## src/stream_bridge_config.svh

```systemverilog
/* bridge sizing macros; include wherever a FIFO depth or the word size is needed
   edit the depths here to trade area against burst absorption */
`ifndef STREAM_BRIDGE_CONFIG_SVH
`define STREAM_BRIDGE_CONFIG_SVH

// **************************************************
// stream widths
// **************************************************

// bytes per host word, core side is one byte
`define BRIDGE_WORD_BYTES 8

// **************************************************
// buffer depths
// **************************************************

// host to core, whole 64-bit words
`define BRIDGE_WORD_FIFO_DEPTH 4

// core to host, single bytes
// deep enough to cover one word plus host stalls
`define BRIDGE_BYTE_FIFO_DEPTH 16

`endif
```

## src/stream_bridge_pkg.sv

```systemverilog
/* beat structs shared by the bridge FIFOs and width converters
   import wherever host words or core bytes are moved as one value */
`default_nettype none

`include "stream_bridge_config.svh"

package stream_bridge_pkg;

  // **************************************************
  // derived sizes
  // **************************************************

  localparam int WORD_BYTES = `BRIDGE_WORD_BYTES;  // lanes per host word
  localparam int WORD_W     = 8 * WORD_BYTES;      // host data bits
  localparam int LANE_W     = $clog2(WORD_BYTES);  // lane index, also mod width

  // **************************************************
  // beat types
  // **************************************************

  // one host beat, byte 0 sits in dat[7:0]
  typedef struct packed {
    logic [WORD_W-1:0] dat;  // lane n at dat[8n +: 8]
    logic [LANE_W-1:0] mod;  // valid bytes on eop word, 0 = all eight
    logic              eop;  // last word of the packet
  } word_beat_t;

  // one core beat
  typedef struct packed {
    logic [7:0] dat;  // payload byte
    logic       eop;  // last byte of the packet
  } byte_beat_t;

endpackage

`default_nettype wire

```

## src/stream_bridge_top.sv

```systemverilog
/* 64-bit host stream to 8-bit core stream bridge, both directions buffered
   core output gets a regenerated sop, host output gets mod on eop words */
`timescale 1ns/1ps
`default_nettype none

`include "stream_bridge_config.svh"

module stream_bridge_top
  import stream_bridge_pkg::*;
(
  input  wire         i_clk,
  input  wire         i_rst,
  // host in
  input  wire  [63:0] i_host_dat,
  input  wire  [2:0]  i_host_mod,
  input  wire         i_host_eop,
  input  wire         i_host_val,
  output logic        o_host_rdy,
  // host out
  output logic [63:0] o_host_dat,
  output logic [2:0]  o_host_mod,
  output logic        o_host_eop,
  output logic        o_host_val,
  input  wire         i_host_rdy,
  // core out
  output logic [7:0]  o_core_dat,
  output logic        o_core_eop,
  output logic        o_core_sop,
  output logic        o_core_val,
  input  wire         i_core_rdy,
  // core in
  input  wire  [7:0]  i_core_dat,
  input  wire         i_core_eop,
  input  wire         i_core_val,
  output logic        o_core_rdy
);

  word_beat_t host_in_beat;
  word_beat_t word_fifo_beat;
  logic       word_fifo_val;
  logic       word_fifo_rdy;
  byte_beat_t core_out_beat;
  byte_beat_t core_in_beat;
  byte_beat_t byte_fifo_beat;
  logic       byte_fifo_val;
  logic       byte_fifo_rdy;
  word_beat_t host_out_beat;

  // **************************************************
  // host to core
  // **************************************************

  assign host_in_beat = '{dat: i_host_dat, mod: i_host_mod, eop: i_host_eop};

  stream_fifo #(.payload_t(word_beat_t), .DEPTH(`BRIDGE_WORD_FIFO_DEPTH)) u_word_fifo (
    .i_clk(i_clk), .i_rst(i_rst),
    .i_wr_val(i_host_val), .o_wr_rdy(o_host_rdy), .i_wr_beat(host_in_beat),
    .o_rd_val(word_fifo_val), .i_rd_rdy(word_fifo_rdy), .o_rd_beat(word_fifo_beat)
  );

  stream_downsizer u_downsizer (
    .i_clk(i_clk), .i_rst(i_rst),
    .i_word_val(word_fifo_val), .o_word_rdy(word_fifo_rdy), .i_word_beat(word_fifo_beat),
    .o_byte_val(o_core_val), .i_byte_rdy(i_core_rdy), .o_byte_beat(core_out_beat)
  );

  assign o_core_dat = core_out_beat.dat;
  assign o_core_eop = core_out_beat.eop;

  // sop follows the previous transfer's eop, so 1 on every first byte
  always_ff @(posedge i_clk) begin
    if (i_rst) begin
      o_core_sop <= 1'b1;
    end else if (o_core_val && i_core_rdy) begin
      o_core_sop <= o_core_eop;
    end
  end

  // **************************************************
  // core to host
  // **************************************************

  assign core_in_beat = '{dat: i_core_dat, eop: i_core_eop};

  stream_fifo #(.payload_t(byte_beat_t), .DEPTH(`BRIDGE_BYTE_FIFO_DEPTH)) u_byte_fifo (
    .i_clk(i_clk), .i_rst(i_rst),
    .i_wr_val(i_core_val), .o_wr_rdy(o_core_rdy), .i_wr_beat(core_in_beat),
    .o_rd_val(byte_fifo_val), .i_rd_rdy(byte_fifo_rdy), .o_rd_beat(byte_fifo_beat)
  );

  stream_upsizer u_upsizer (
    .i_clk(i_clk), .i_rst(i_rst),
    .i_byte_val(byte_fifo_val), .o_byte_rdy(byte_fifo_rdy), .i_byte_beat(byte_fifo_beat),
    .o_word_val(o_host_val), .i_word_rdy(i_host_rdy), .o_word_beat(host_out_beat)
  );

  assign o_host_dat = host_out_beat.dat;  // lane 0 in the low byte
  assign o_host_mod = host_out_beat.mod;
  assign o_host_eop = host_out_beat.eop;

endmodule

`default_nettype wire

```

## src/stream_upsizer.sv

```systemverilog
/* core byte to host word packer, fills lanes from byte 0 upward
   a word closes at eight bytes or on eop, unused lanes read as zero */
`timescale 1ns/1ps
`default_nettype none

module stream_upsizer
  import stream_bridge_pkg::*;
(
  input  wire             i_clk,
  input  wire             i_rst,
  // byte side
  input  wire             i_byte_val,
  output logic            o_byte_rdy,
  input  wire byte_beat_t i_byte_beat,
  // word side
  output logic            o_word_val,
  input  wire             i_word_rdy,
  output word_beat_t      o_word_beat
);

  logic              pend;       // closed word waiting for the host
  logic [WORD_W-1:0] word_q;     // lane accumulator
  logic [LANE_W-1:0] fill;       // next lane to write
  logic [LANE_W-1:0] mod_q;      // filled lanes mod 8
  logic              eop_q;
  logic              byte_xfer;
  logic              word_xfer;
  logic              closing;    // this byte ends the word

  assign o_byte_rdy = !pend;  // no packing while a word waits
  assign o_word_val = pend;
  assign byte_xfer  = i_byte_val && o_byte_rdy;
  assign word_xfer  = o_word_val && i_word_rdy;
  assign closing    = i_byte_beat.eop || (fill == LANE_W'(WORD_BYTES - 1));

  always_comb begin
    o_word_beat.dat = word_q;
    o_word_beat.mod = mod_q;
    o_word_beat.eop = eop_q;
  end

  // **************************************************
  // control
  // **************************************************

  always_ff @(posedge i_clk) begin
    if (i_rst) begin
      pend <= 1'b0;
      fill <= '0;
    end else if (byte_xfer) begin
      if (closing) begin
        pend <= 1'b1;  // word valid next cycle
        fill <= '0;
      end else begin
        fill <= fill + 1'b1;
      end
    end else if (word_xfer) begin
      pend <= 1'b0;
    end
  end

  // lanes, zeroed so a short eop word has clean upper bytes
  always_ff @(posedge i_clk) begin
    if (i_rst) begin
      word_q <= '0;
    end else if (word_xfer) begin
      word_q <= '0;
    end else if (byte_xfer) begin
      word_q[8*fill +: 8] <= i_byte_beat.dat;
    end
  end

  // word framing, set as the word closes
  always_ff @(posedge i_clk) begin
    if (byte_xfer && closing) begin
      eop_q <= i_byte_beat.eop;
      mod_q <= fill + 1'b1;  // eight bytes wraps to 0
    end
  end

  // **************************************************
  // checks
  // **************************************************

  // a word the host holds back must not change under it
  a_word_hold: assert property (@(posedge i_clk) disable iff (i_rst)
    (o_word_val && !i_word_rdy) |=> (o_word_val && $stable(o_word_beat)))
    else $error("stream_upsizer: word changed while stalled");

endmodule

`default_nettype wire

```

## src/stream_downsizer.sv

```systemverilog
/* host word to core byte converter, one word in and up to eight bytes out
   the last byte of an eop word carries eop, trimmed by the word's mod */
`timescale 1ns/1ps
`default_nettype none

module stream_downsizer
  import stream_bridge_pkg::*;
(
  input  wire             i_clk,
  input  wire             i_rst,
  // word side
  input  wire             i_word_val,
  output logic            o_word_rdy,
  input  wire word_beat_t i_word_beat,
  // byte side
  output logic            o_byte_val,
  input  wire             i_byte_rdy,
  output byte_beat_t      o_byte_beat
);

  logic              busy;      // word held, bytes going out
  logic [WORD_W-1:0] word_q;    // latched host data
  logic              eop_q;     // latched word was eop
  logic [LANE_W-1:0] idx;       // lane on the output
  logic [LANE_W-1:0] last_idx;  // final lane of this word
  logic              at_last;

  assign o_word_rdy = !busy;  // take a word only when idle
  assign o_byte_val = busy;
  assign at_last    = (idx == last_idx);

  always_comb begin
    o_byte_beat.dat = word_q[8*idx +: 8];  // lane select
    o_byte_beat.eop = eop_q && at_last;    // only on the packet's last lane
  end

  // **************************************************
  // control
  // **************************************************

  always_ff @(posedge i_clk) begin
    if (i_rst) begin
      busy <= 1'b0;
      idx  <= '0;
    end else if (!busy) begin
      if (i_word_val) begin
        busy <= 1'b1;
        idx  <= '0;  // byte 0 first
      end
    end else if (i_byte_rdy) begin
      if (at_last) begin
        busy <= 1'b0;  // word done
      end else begin
        idx <= idx + 1'b1;
      end
    end
  end

  // word capture
  always_ff @(posedge i_clk) begin
    if (i_word_val && o_word_rdy) begin
      word_q   <= i_word_beat.dat;
      eop_q    <= i_word_beat.eop;
      // mod 0 wraps to lane 7, i.e. a full eop word
      last_idx <= i_word_beat.eop ? i_word_beat.mod - 1'b1 : LANE_W'(WORD_BYTES - 1);
    end
  end

  // **************************************************
  // checks
  // **************************************************

  // a stalled byte stays on the bus unchanged until the core takes it
  a_byte_hold: assert property (@(posedge i_clk) disable iff (i_rst)
    (o_byte_val && !i_byte_rdy) |=> (o_byte_val && $stable(o_byte_beat)))
    else $error("stream_downsizer: byte changed while stalled");

endmodule

`default_nettype wire

```

## src/stream_fifo.sv

```systemverilog
/* single-clock first-word-fall-through FIFO with a typed payload
   instantiated once for host words and once for core bytes */
`timescale 1ns/1ps
`default_nettype none

module stream_fifo #(
  parameter type payload_t = logic [7:0],  // beat held per entry
  parameter int  DEPTH     = 4             // entries, at least 2
) (
  input  wire           i_clk,
  input  wire           i_rst,
  // write side
  input  wire           i_wr_val,
  output logic          o_wr_rdy,
  input  wire payload_t i_wr_beat,
  // read side
  output logic          o_rd_val,
  input  wire           i_rd_rdy,
  output payload_t      o_rd_beat
);

  localparam int PTR_W = $clog2(DEPTH);
  localparam int CNT_W = $clog2(DEPTH + 1);

  payload_t         mem [DEPTH];  // circular buffer
  logic [PTR_W-1:0] wr_ptr;       // next slot to fill
  logic [PTR_W-1:0] rd_ptr;       // head of queue
  logic [CNT_W-1:0] count;        // entries held
  logic             push;
  logic             pop;

  assign push = i_wr_val && o_wr_rdy;
  assign pop  = o_rd_val && i_rd_rdy;

  assign o_wr_rdy  = (count != CNT_W'(DEPTH));  // room left
  assign o_rd_val  = (count != '0);
  assign o_rd_beat = mem[rd_ptr];               // head shows without a read

  // storage
  always_ff @(posedge i_clk) begin
    if (push) begin
      mem[wr_ptr] <= i_wr_beat;
    end
  end

  // pointers and fill count
  always_ff @(posedge i_clk) begin
    if (i_rst) begin
      wr_ptr <= '0;
      rd_ptr <= '0;
      count  <= '0;
    end else begin
      if (push) begin
        wr_ptr <= (wr_ptr == PTR_W'(DEPTH - 1)) ? '0 : wr_ptr + 1'b1;  // wrap at any depth
      end
      if (pop) begin
        rd_ptr <= (rd_ptr == PTR_W'(DEPTH - 1)) ? '0 : rd_ptr + 1'b1;
      end
      case ({push, pop})
        2'b10:   count <= count + 1'b1;
        2'b01:   count <= count - 1'b1;
        default: count <= count;  // idle or simultaneous push and pop
      endcase
    end
  end

  // **************************************************
  // checks
  // **************************************************

  // overflow shows up as a count past the array size
  a_count_bound: assert property (@(posedge i_clk) disable iff (i_rst)
    count <= CNT_W'(DEPTH))
    else $error("stream_fifo: count %0d above depth %0d", count, DEPTH);

  // write pointer sits count slots past the read pointer, a lost or doubled beat breaks it
  a_ptr_track: assert property (@(posedge i_clk) disable iff (i_rst)
    int'(wr_ptr) == (int'(rd_ptr) + int'(count)) % DEPTH)
    else $error("stream_fifo: pointers %0d/%0d off count %0d", wr_ptr, rd_ptr, count);

endmodule

`default_nettype wire

```

## config.mk

```make
export PLATFORM = sky130hd
export DESIGN_NAME = stream_bridge_top
export DESIGN_NICKNAME = d
export VERILOG_FILES = /design/src/stream_bridge_pkg.sv /design/src/stream_bridge_top.sv /design/src/stream_upsizer.sv /design/src/stream_downsizer.sv /design/src/stream_fifo.sv
export VERILOG_INCLUDE_DIRS = /design/src /design/src/src
export SDC_FILE = /design/constraint.sdc
export NUM_CORES = 1
export LEC_CHECK = 0
export ABC_AREA = 0
export BUFFER_PORTS_ARGS = -buffer_cell sky130_fd_sc_hd__buf_2
export CAP_MARGIN = 20
export CORE_ASPECT_RATIO = 0.75
export CORE_MARGIN = 3
export CORE_UTILIZATION = 49
export CTS_BUF_LIST = sky130_fd_sc_hd__clkbuf_2 sky130_fd_sc_hd__clkbuf_4 sky130_fd_sc_hd__clkbuf_8
export CTS_CLUSTER_SIZE = 16
export DETAILED_ROUTE_END_ITERATION = 16
export PLACE_DENSITY = 0.67
export SLEW_MARGIN = 20
export SYNTH_ARGS = -nofsm -noshare
export SYNTH_HDL_FRONTEND = slang
export SYNTH_SLANG_ARGS = --single-unit
```

## constraint.sdc

```tcl
create_clock -name i_clk -period 6.3 [get_ports i_clk]
set_clock_uncertainty 0.15 [all_clocks]
set_input_delay 0.945 -clock i_clk [delete_from_list [all_inputs] [get_ports i_clk]]
set_output_delay 0.945 -clock i_clk [all_outputs]
set_load 0.03 [all_outputs]
```

==> results of run 1 <==
## worst max-delay path, cell delays in order (launching register included)
cell and delay, ps:
dfxtp_1 310, buf_4 410, mux4_2 640, mux2_2 290, buf_2 180
## state kept, by name (all words and copies together), names as in the netlist, 4 cells and up, named ones only
name / flops
u_upsizer.word_q: 64
u_byte_fifo.rd_ptr: 4
u_byte_fifo.mem: 144
u_byte_fifo.count: 5
u_byte_fifo.wr_ptr: 4
u_downsizer.word_q: 64
u_word_fifo.mem: 272
## cell type report
cell class,count,share of cell area [%]
clock inverter,37,0.922
timing repair buffer,178,3.73
sequential,587,65.6
antenna,2,0.0197
clock buffer,124,5.91
multi-input combinational,485,20.7
inverter,17,0.252
tap,578,2.85
## placed cells by master, fill, tap and decap left out, types with 3 or more instances in the layout
cell type / instances
and3_4: 4
nand2b_1: 3
a21oi_1: 51
clkinv_2: 9
buf_2: 164
o21ai_0: 16
inv_1: 15
xnor2_1: 5
o2bb2ai_1: 16
buf_4: 13
nor2_1: 41
mux2i_1: 13
clkinv_1: 20
a21o_1: 3
xor2_1: 8
a22o_1: 17
nor3_1: 8
nand2_1: 42
edfxtp_1: 488
a31oi_1: 4
mux4_2: 118
ha_1: 20
and2_1: 3
clkbuf_8: 91
a221oi_2: 15
mux2_2: 9
nand4_1: 3
or3_1: 4
nor3_2: 4
clkbuf_4: 33
dfxtp_1: 96
o21ai_1: 38
nor2b_1: 6
and3_1: 4
nand3_1: 7
## cells in the mapped netlist (3+ instances only)
| cell type | n | area [µm²] |
|---|---|---|
| inv_1 | 15 | 56.3 |
| clkbuf_1 | 20 | 75.1 |
| xnor2_1 | 5 | 43.8 |
| and3_1 | 8 | 50.1 |
| o21ai_1 | 38 | 190 |
| a22o_1 | 17 | 149 |
| nand3_1 | 7 | 35.0 |
| a221oi_2 | 15 | 225 |
| nand2b_1 | 3 | 18.8 |
| or3_1 | 4 | 25.0 |
| a21o_1 | 3 | 22.5 |
| mux2i_1 | 13 | 130 |
| nor3_1 | 10 | 50.1 |
| buf_1 | 9 | 33.8 |
| nand2_1 | 42 | 158 |
| and2_1 | 3 | 18.8 |
| mux2_2 | 9 | 101 |
| ha_1 | 20 | 250 |
| xor2_1 | 8 | 70.1 |
| nor2_1 | 42 | 158 |
| o21ai_0 | 16 | 80.1 |
| a31oi_1 | 4 | 25.0 |
| a21oi_1 | 52 | 260 |
| dfxtp_1 | 99 | 1980 |
| o2bb2ai_1 | 16 | 140 |
| nor2b_1 | 6 | 37.5 |
| nand4_1 | 3 | 18.8 |
| edfxtp_1 | 488 | 14700 |
| buf_2 | 18 | 90.1 |
| buf_6 | 5 | 56.3 |
| mux4_2 | 118 | 2660 |
## final timing paths
path / startpoint / end / slack (ps) / cells past startpoint
setup / recovery: u_downsizer.idx[0] / o_core_dat[7] / 2710 / 4
hold / removal: u_upsizer.word_q[38] / u_upsizer.word_q[38] / 290 / 2
setup reg to reg: u_byte_fifo.count[2] / u_byte_fifo.count[4] / 3180 / 11
hold reg to reg: u_upsizer.word_q[38] / u_upsizer.word_q[38] / 290 / 2
## routing by layer
layer / track usage, % / up-vias
met4: 5.17 / 12
met3: 5.88 / 75
met5: 0 / -
li1: - / 5086
met1: 29.2 / 5840
met2: 28.8 / 314
## cells by family (layout without fill, tap and decap cells)
family | after synthesis | after routing | share of synthesized area (%)
AOI/OAI and AO/OA | 171 | 171 | 5.45
xor gates and xnor gates | 13 | 13 | 0.513
adders and majority gates | 21 | 21 | 1.22
buffers and inverters | 71 | 356 | 1.56
DFF | 587 | 587 | 75.0
muxes | 141 | 141 | 13.1
other | 0 | 2 | 0
and+or+nand+nor | 139 | 139 | 3.20
## where the power goes
part	switching (mW)	internal (mW)	leakage, nW
logic	1.36	0.978	2.40
clock network	1.44	1.59	0.919
registers	0.303	4.83	5.28
## metrics by stage
step	area [µm²]	hold slack, ps
floorplan	22200	316
finish	25400	294
detailed placement	23600	289
global route	25400	270
global placement	23600	286
CTS	25300	266
==> run summary, run 1 <==
CP Capture Type -> output port
P per Cell Area -> 414 nW/µm²
Via density -> 5.64
H-tree depth -> 3
Flops & latches, synth -> 587
Fmax -> 0.278 GHz
Sink Count -> 587
Critical Path Fanout Max -> 19
Dpl cells -> 1844
Hold Buf Count CTS -> 0
Setup TNS -> 0 ps
Maximum number of pins on one net before global-route repair -> 75
Total GRT Usage -> 19.7%
Die W -> 252 µm
Fin crit share -> 57.0%
Critical Path RT -> 5200 ps
Max-slew violation count -> 0
Static Leak -> 8.59 nW
Post-CTS Resized -> 0
Post-layout util -> 57.6%
DP HPWL -> 28.0 mm
CTS Buf Count -> 87
Initial DRC Count -> 918
Synth warn -> 0
Share of layout cells above drive strength 1 -> 34.1%
Endpoints failing setup -> 0
Sequential cell area -> 16600 µm²
I/O Pins -> 165
Met3 WL -> 3.17 mm
Worst VDD drop -> 269 µV
Post-synthesis net count -> 1247
CP Class -> register to output port
Post-synth top flop -> edfxtp_1
Tmin final -> 3590 ps
DP Worst Slack -> 2440 ps
Gp weighted congestion -> 0.815
Vias in the first global route -> 11500
Antenna viol nets, final -> 0
WP data arrival -> 2500 ps
Hold Vio Cnt, Final -> 0
Port bufs -> 164
DR pass1 iterations -> 5
Initial Utilization -> 50.4%
Multi-input logic area -> 5250 µm²
Post-layout nets -> 1460
Die Area -> 47900 µm²
Netlist cell types -> 54
Top Metal Used -> met5
Outcome -> finished, final reports clean
Mapped Cells -> 1143
CTS max path bufs -> 3
CTS clk-pin slew, worst paths -> 60 ps
Worst setup margin -> 2710 ps
Hold Path Class -> register to register
Post-synthesis area per instance -> 19.4 µm²
Via count -> 11300
Least-Margin Pin Slew -> 1060 ps
Metal-1 WL -> 21.3 mm
Core Box Area -> 44000 µm²
RSZ-0062 raised after global routing -> false
CTS root buffer -> clkbuf_8
Area delta synth->final -> 14.3%
Post-synth EDFFs -> 488
Wire per inst -> 22.9 µm
Tot Pwr -> 10.5 mW
Netlist Area Pre-Place -> 22200 µm²
First-pass GRT wire length -> 69.9 mm
Synth async-reset ratio -> 0%
DRC errors left -> 0
Postcts setup bufs -> 0
Max-cap violations -> 0
Met2 wire length -> 20.7 mm
Final wirelength -> 45.9 mm
Seq/Total Area, Yosys -> 75.0%
# fillers -> 3284
Initial antenna violation count -> 12
DIE HEIGHT -> 190 µm
Skew-Pair Late Insertion Delay -> 690 ps
CTS tree -> done
CP Launch Type -> register
Rows -> 66
Final std cells w/o fill -> 2008
Global route total overflow -> 0
Worst rel slew slack -> 29.2%
Power figures use the tool's default switching activity.
==> run 2: changes to the inputs <==
clock period = 3.6 ns   (was 6.3 ns; I/O delays follow)
==> run 2 against run 1 <==
Sequential cell count did not move. Critical endpoint unchanged. Non-clock buffer count rose by 81. Setup slack got worse by 2400 ps. Power rose by 76%. Clock power rose by 76%. Highest routed layer unchanged. Sequential power rose by 73%.
==> run summary, run 2 (synthesis gave the netlist of run 1 again) <==
DP HPWL -> 28.3 mm (+1.0%)
Gp weighted congestion -> 0.789 (-3.2%)
Comb pwr share -> 22.9% (+0.7 points)
Cells along the critical path -> buf_4, mux4_2, mux2_2, buf_2
Initial antenna violation count -> 6 (-6)
DIE HEIGHT -> 190 µm (unchanged)
RSZ-0062 raised after global routing -> false
DRC errors left -> 0 (unchanged)
Fin crit share -> 90.6%
Most common cell after layout, fill and taps aside -> edfxtp_1
# fillers -> 3270 (-0.43%)
Rows -> 66 (unchanged)
Area delta synth->final -> 17.9%
CP Launch Type -> register
Worst VDD drop -> 490 µV (+82%)
Critical Path RT -> 2910 ps (-2290 ps)
Post-layout nets -> 1540 (+5.5%)
CP Class -> register to output port
Antenna viol nets, final -> 0 (unchanged)
Top reg by flops -> u_word_fifo.mem
Hold Path Class -> primary input to register
I/O Pins -> 165 (unchanged)
Most frequent cells in the layout -> 488 x edfxtp_1, 164 x buf_2, 118 x mux4_2
CP Capture Type -> output port
Total GRT Usage -> 19.7% (about the same)
CTS max path bufs -> 3 (unchanged)
Max-cap violations -> 0 (unchanged)
Post-layout util -> 59.4% (+1.8 points)
Kind of cell adding the most delay to the critical path -> multiplexers
Initial Utilization -> 50.4% (unchanged)
Endpoints failing setup -> 0 (unchanged)
First-pass GRT wire length -> 70.6 mm (+1.1%)
Number of flip-flops in the largest register -> 272 (unchanged)
Vias in the first global route -> 11900 (+3.1%)
Worst rel slew slack -> 28.1% (-1.1 points)
Hold Vio Cnt, Final -> 0 (unchanged)
Dpl cells -> 1856 (+0.65%)
CTS clk-pin slew, worst paths -> 70 ps (about the same)
CP bufs+invs -> 2 (unchanged)
H-tree depth -> 3 (unchanged)
Final wirelength -> 46.3 mm (+0.69%)
Outcome -> finished, final reports clean
Reg power frac -> 48.2% (-0.7 points)
Via count -> 11700 (+3.2%)
Tot Pwr -> 18.5 mW (+76%)
DR pass1 iterations -> 5 (unchanged)
Wire per inst -> 22.3 µm (-2.7%)
Die Area -> 47900 µm² (unchanged)
Port bufs -> 164 (unchanged)
Multi-input logic area -> 5240 µm² (-0.26%)
Max-slew violation count -> 0 (unchanged)
Initial DRC Count -> 922 (+0.44%)
Core Box Area -> 44000 µm² (unchanged)
Crit-path slowest cell -> mux4_2
Sink Count -> 587 (unchanged)
Switching part of the total -> 29.3% (-0.25 points)
Tmin final -> 3260 ps
Skew-Pair Late Insertion Delay -> 670 ps (-20 ps)
Net Sw Power -> 5.41 mW (+74%)
Share of layout cells above drive strength 1 -> 32.6% (-1.5 points)
Biggest regs -> u_word_fifo.mem x272, u_byte_fifo.mem x144
Clock Power Share -> 28.9% (about the same)
CTS Buf Count -> 86 (-1.1%)
Int Power -> 13.1 mW (+77%)
WP data arrival -> 2570 ps (+70 ps)
Die W -> 252 µm (unchanged)
Final std cells w/o fill -> 2077 (+3.4%)
Setup TNS -> 0 ps (unchanged)
Static Leak -> 8.94 nW (+4.0%)
Post-CTS Resized -> 0 (unchanged)
Critical Path Fanout Max -> 19 (unchanged)
CTS tree -> done
CP max stage delay -> 660 ps (+20 ps)
Number of diodes -> 0 (-2)
P per Cell Area -> 706 nW/µm² (+71%)
Sequential cell area -> 16600 µm² (unchanged)
Via density -> 5.63 (-0.19%)
Least-Margin Pin Slew -> 1080 ps (+16.8 ps)
Global route total overflow -> 0 (unchanged)
CTS root buffer -> clkbuf_8
Final Hold Slack -> 98.2 ps (-195 ps)
Fmax -> 0.307 GHz
Maximum number of pins on one net before global-route repair -> 75 (unchanged)
## run 2: changes by cell type in the layout (fill, tap and decap cells not counted), moves of 3 or more
cell           delta
clkbuf_4          -8
buf_12            +6
clkinv_1          -3
buf_4             +6
dlygate4sd3_1    +70
## run 2: per-layer routing
layer / track usage, % / part of all wire [%]
met5: 0 / 0.11
met4: 5.42 / 1.8
met3: 4.76 / 7.3
met2: 28.8 / 45
met1: 29.8 / 46
## run 2: power by group through the flow
stage	Sequential [mW]	Combinational [mW]	Clock, mW
finish	8.90	4.22	5.34
global placement	9.02	4.12	0
detailed placement	9.05	4.18	0
global route	9.01	4.57	5.78
CTS	8.92	4.27	5.47
floorplan	8.92	3.08	0
## run 2: worst paths after layout
| check | start | to | slack, ps | cells after the start |
|---|---|---|---|---|
| worst max-delay path | u_downsizer.idx[0] | o_core_dat[7] | 340 | 4 |
| worst min register to register | u_upsizer.word_q[37] | u_upsizer.word_q[37] | 300 | 2 |
| worst min-delay path | i_core_eop | u_byte_fifo.mem[4][0] | 100 | 1 |
| worst max register to register | u_byte_fifo.count[0] | u_byte_fifo.count[4] | 550 | 11 |
## run 2: area by class of cell
type | count | share of cell area, %
timing repair buffer | 259 | 6.82
clock inverter | 35 | 1.05
clock buffer | 116 | 5.50
sequential | 587 | 63.6
multi-input combinational | 485 | 20.0
inverter | 17 | 0.244
tap | 578 | 2.76
## run 2: repair_timing
action | CTS | global route
hold endpoints to repair | 274 | 0
hold buffers | 70 | 0
buffers inserted | 0 | 0
## run 2: worst register-to-register path: stages (launching register included)
cell and delay [ps]:
dfxtp_1 380, nor4_4 370, a21o_4 280, inv_2 160
ha_1 350, xor2_1 180, ha_1 250, or3b_1 360
a21oi_1 130, o21ai_1 100, xnor2_1 150, nor2_1 50
## run 2: metrics by stage
stage               setup slack [ps]  cell area, µm²
CTS                              257           26200
global placement                 624           23800
global route                     186           26200
floorplan                        410           22200
finish                           339           26200
detailed placement               577           23800
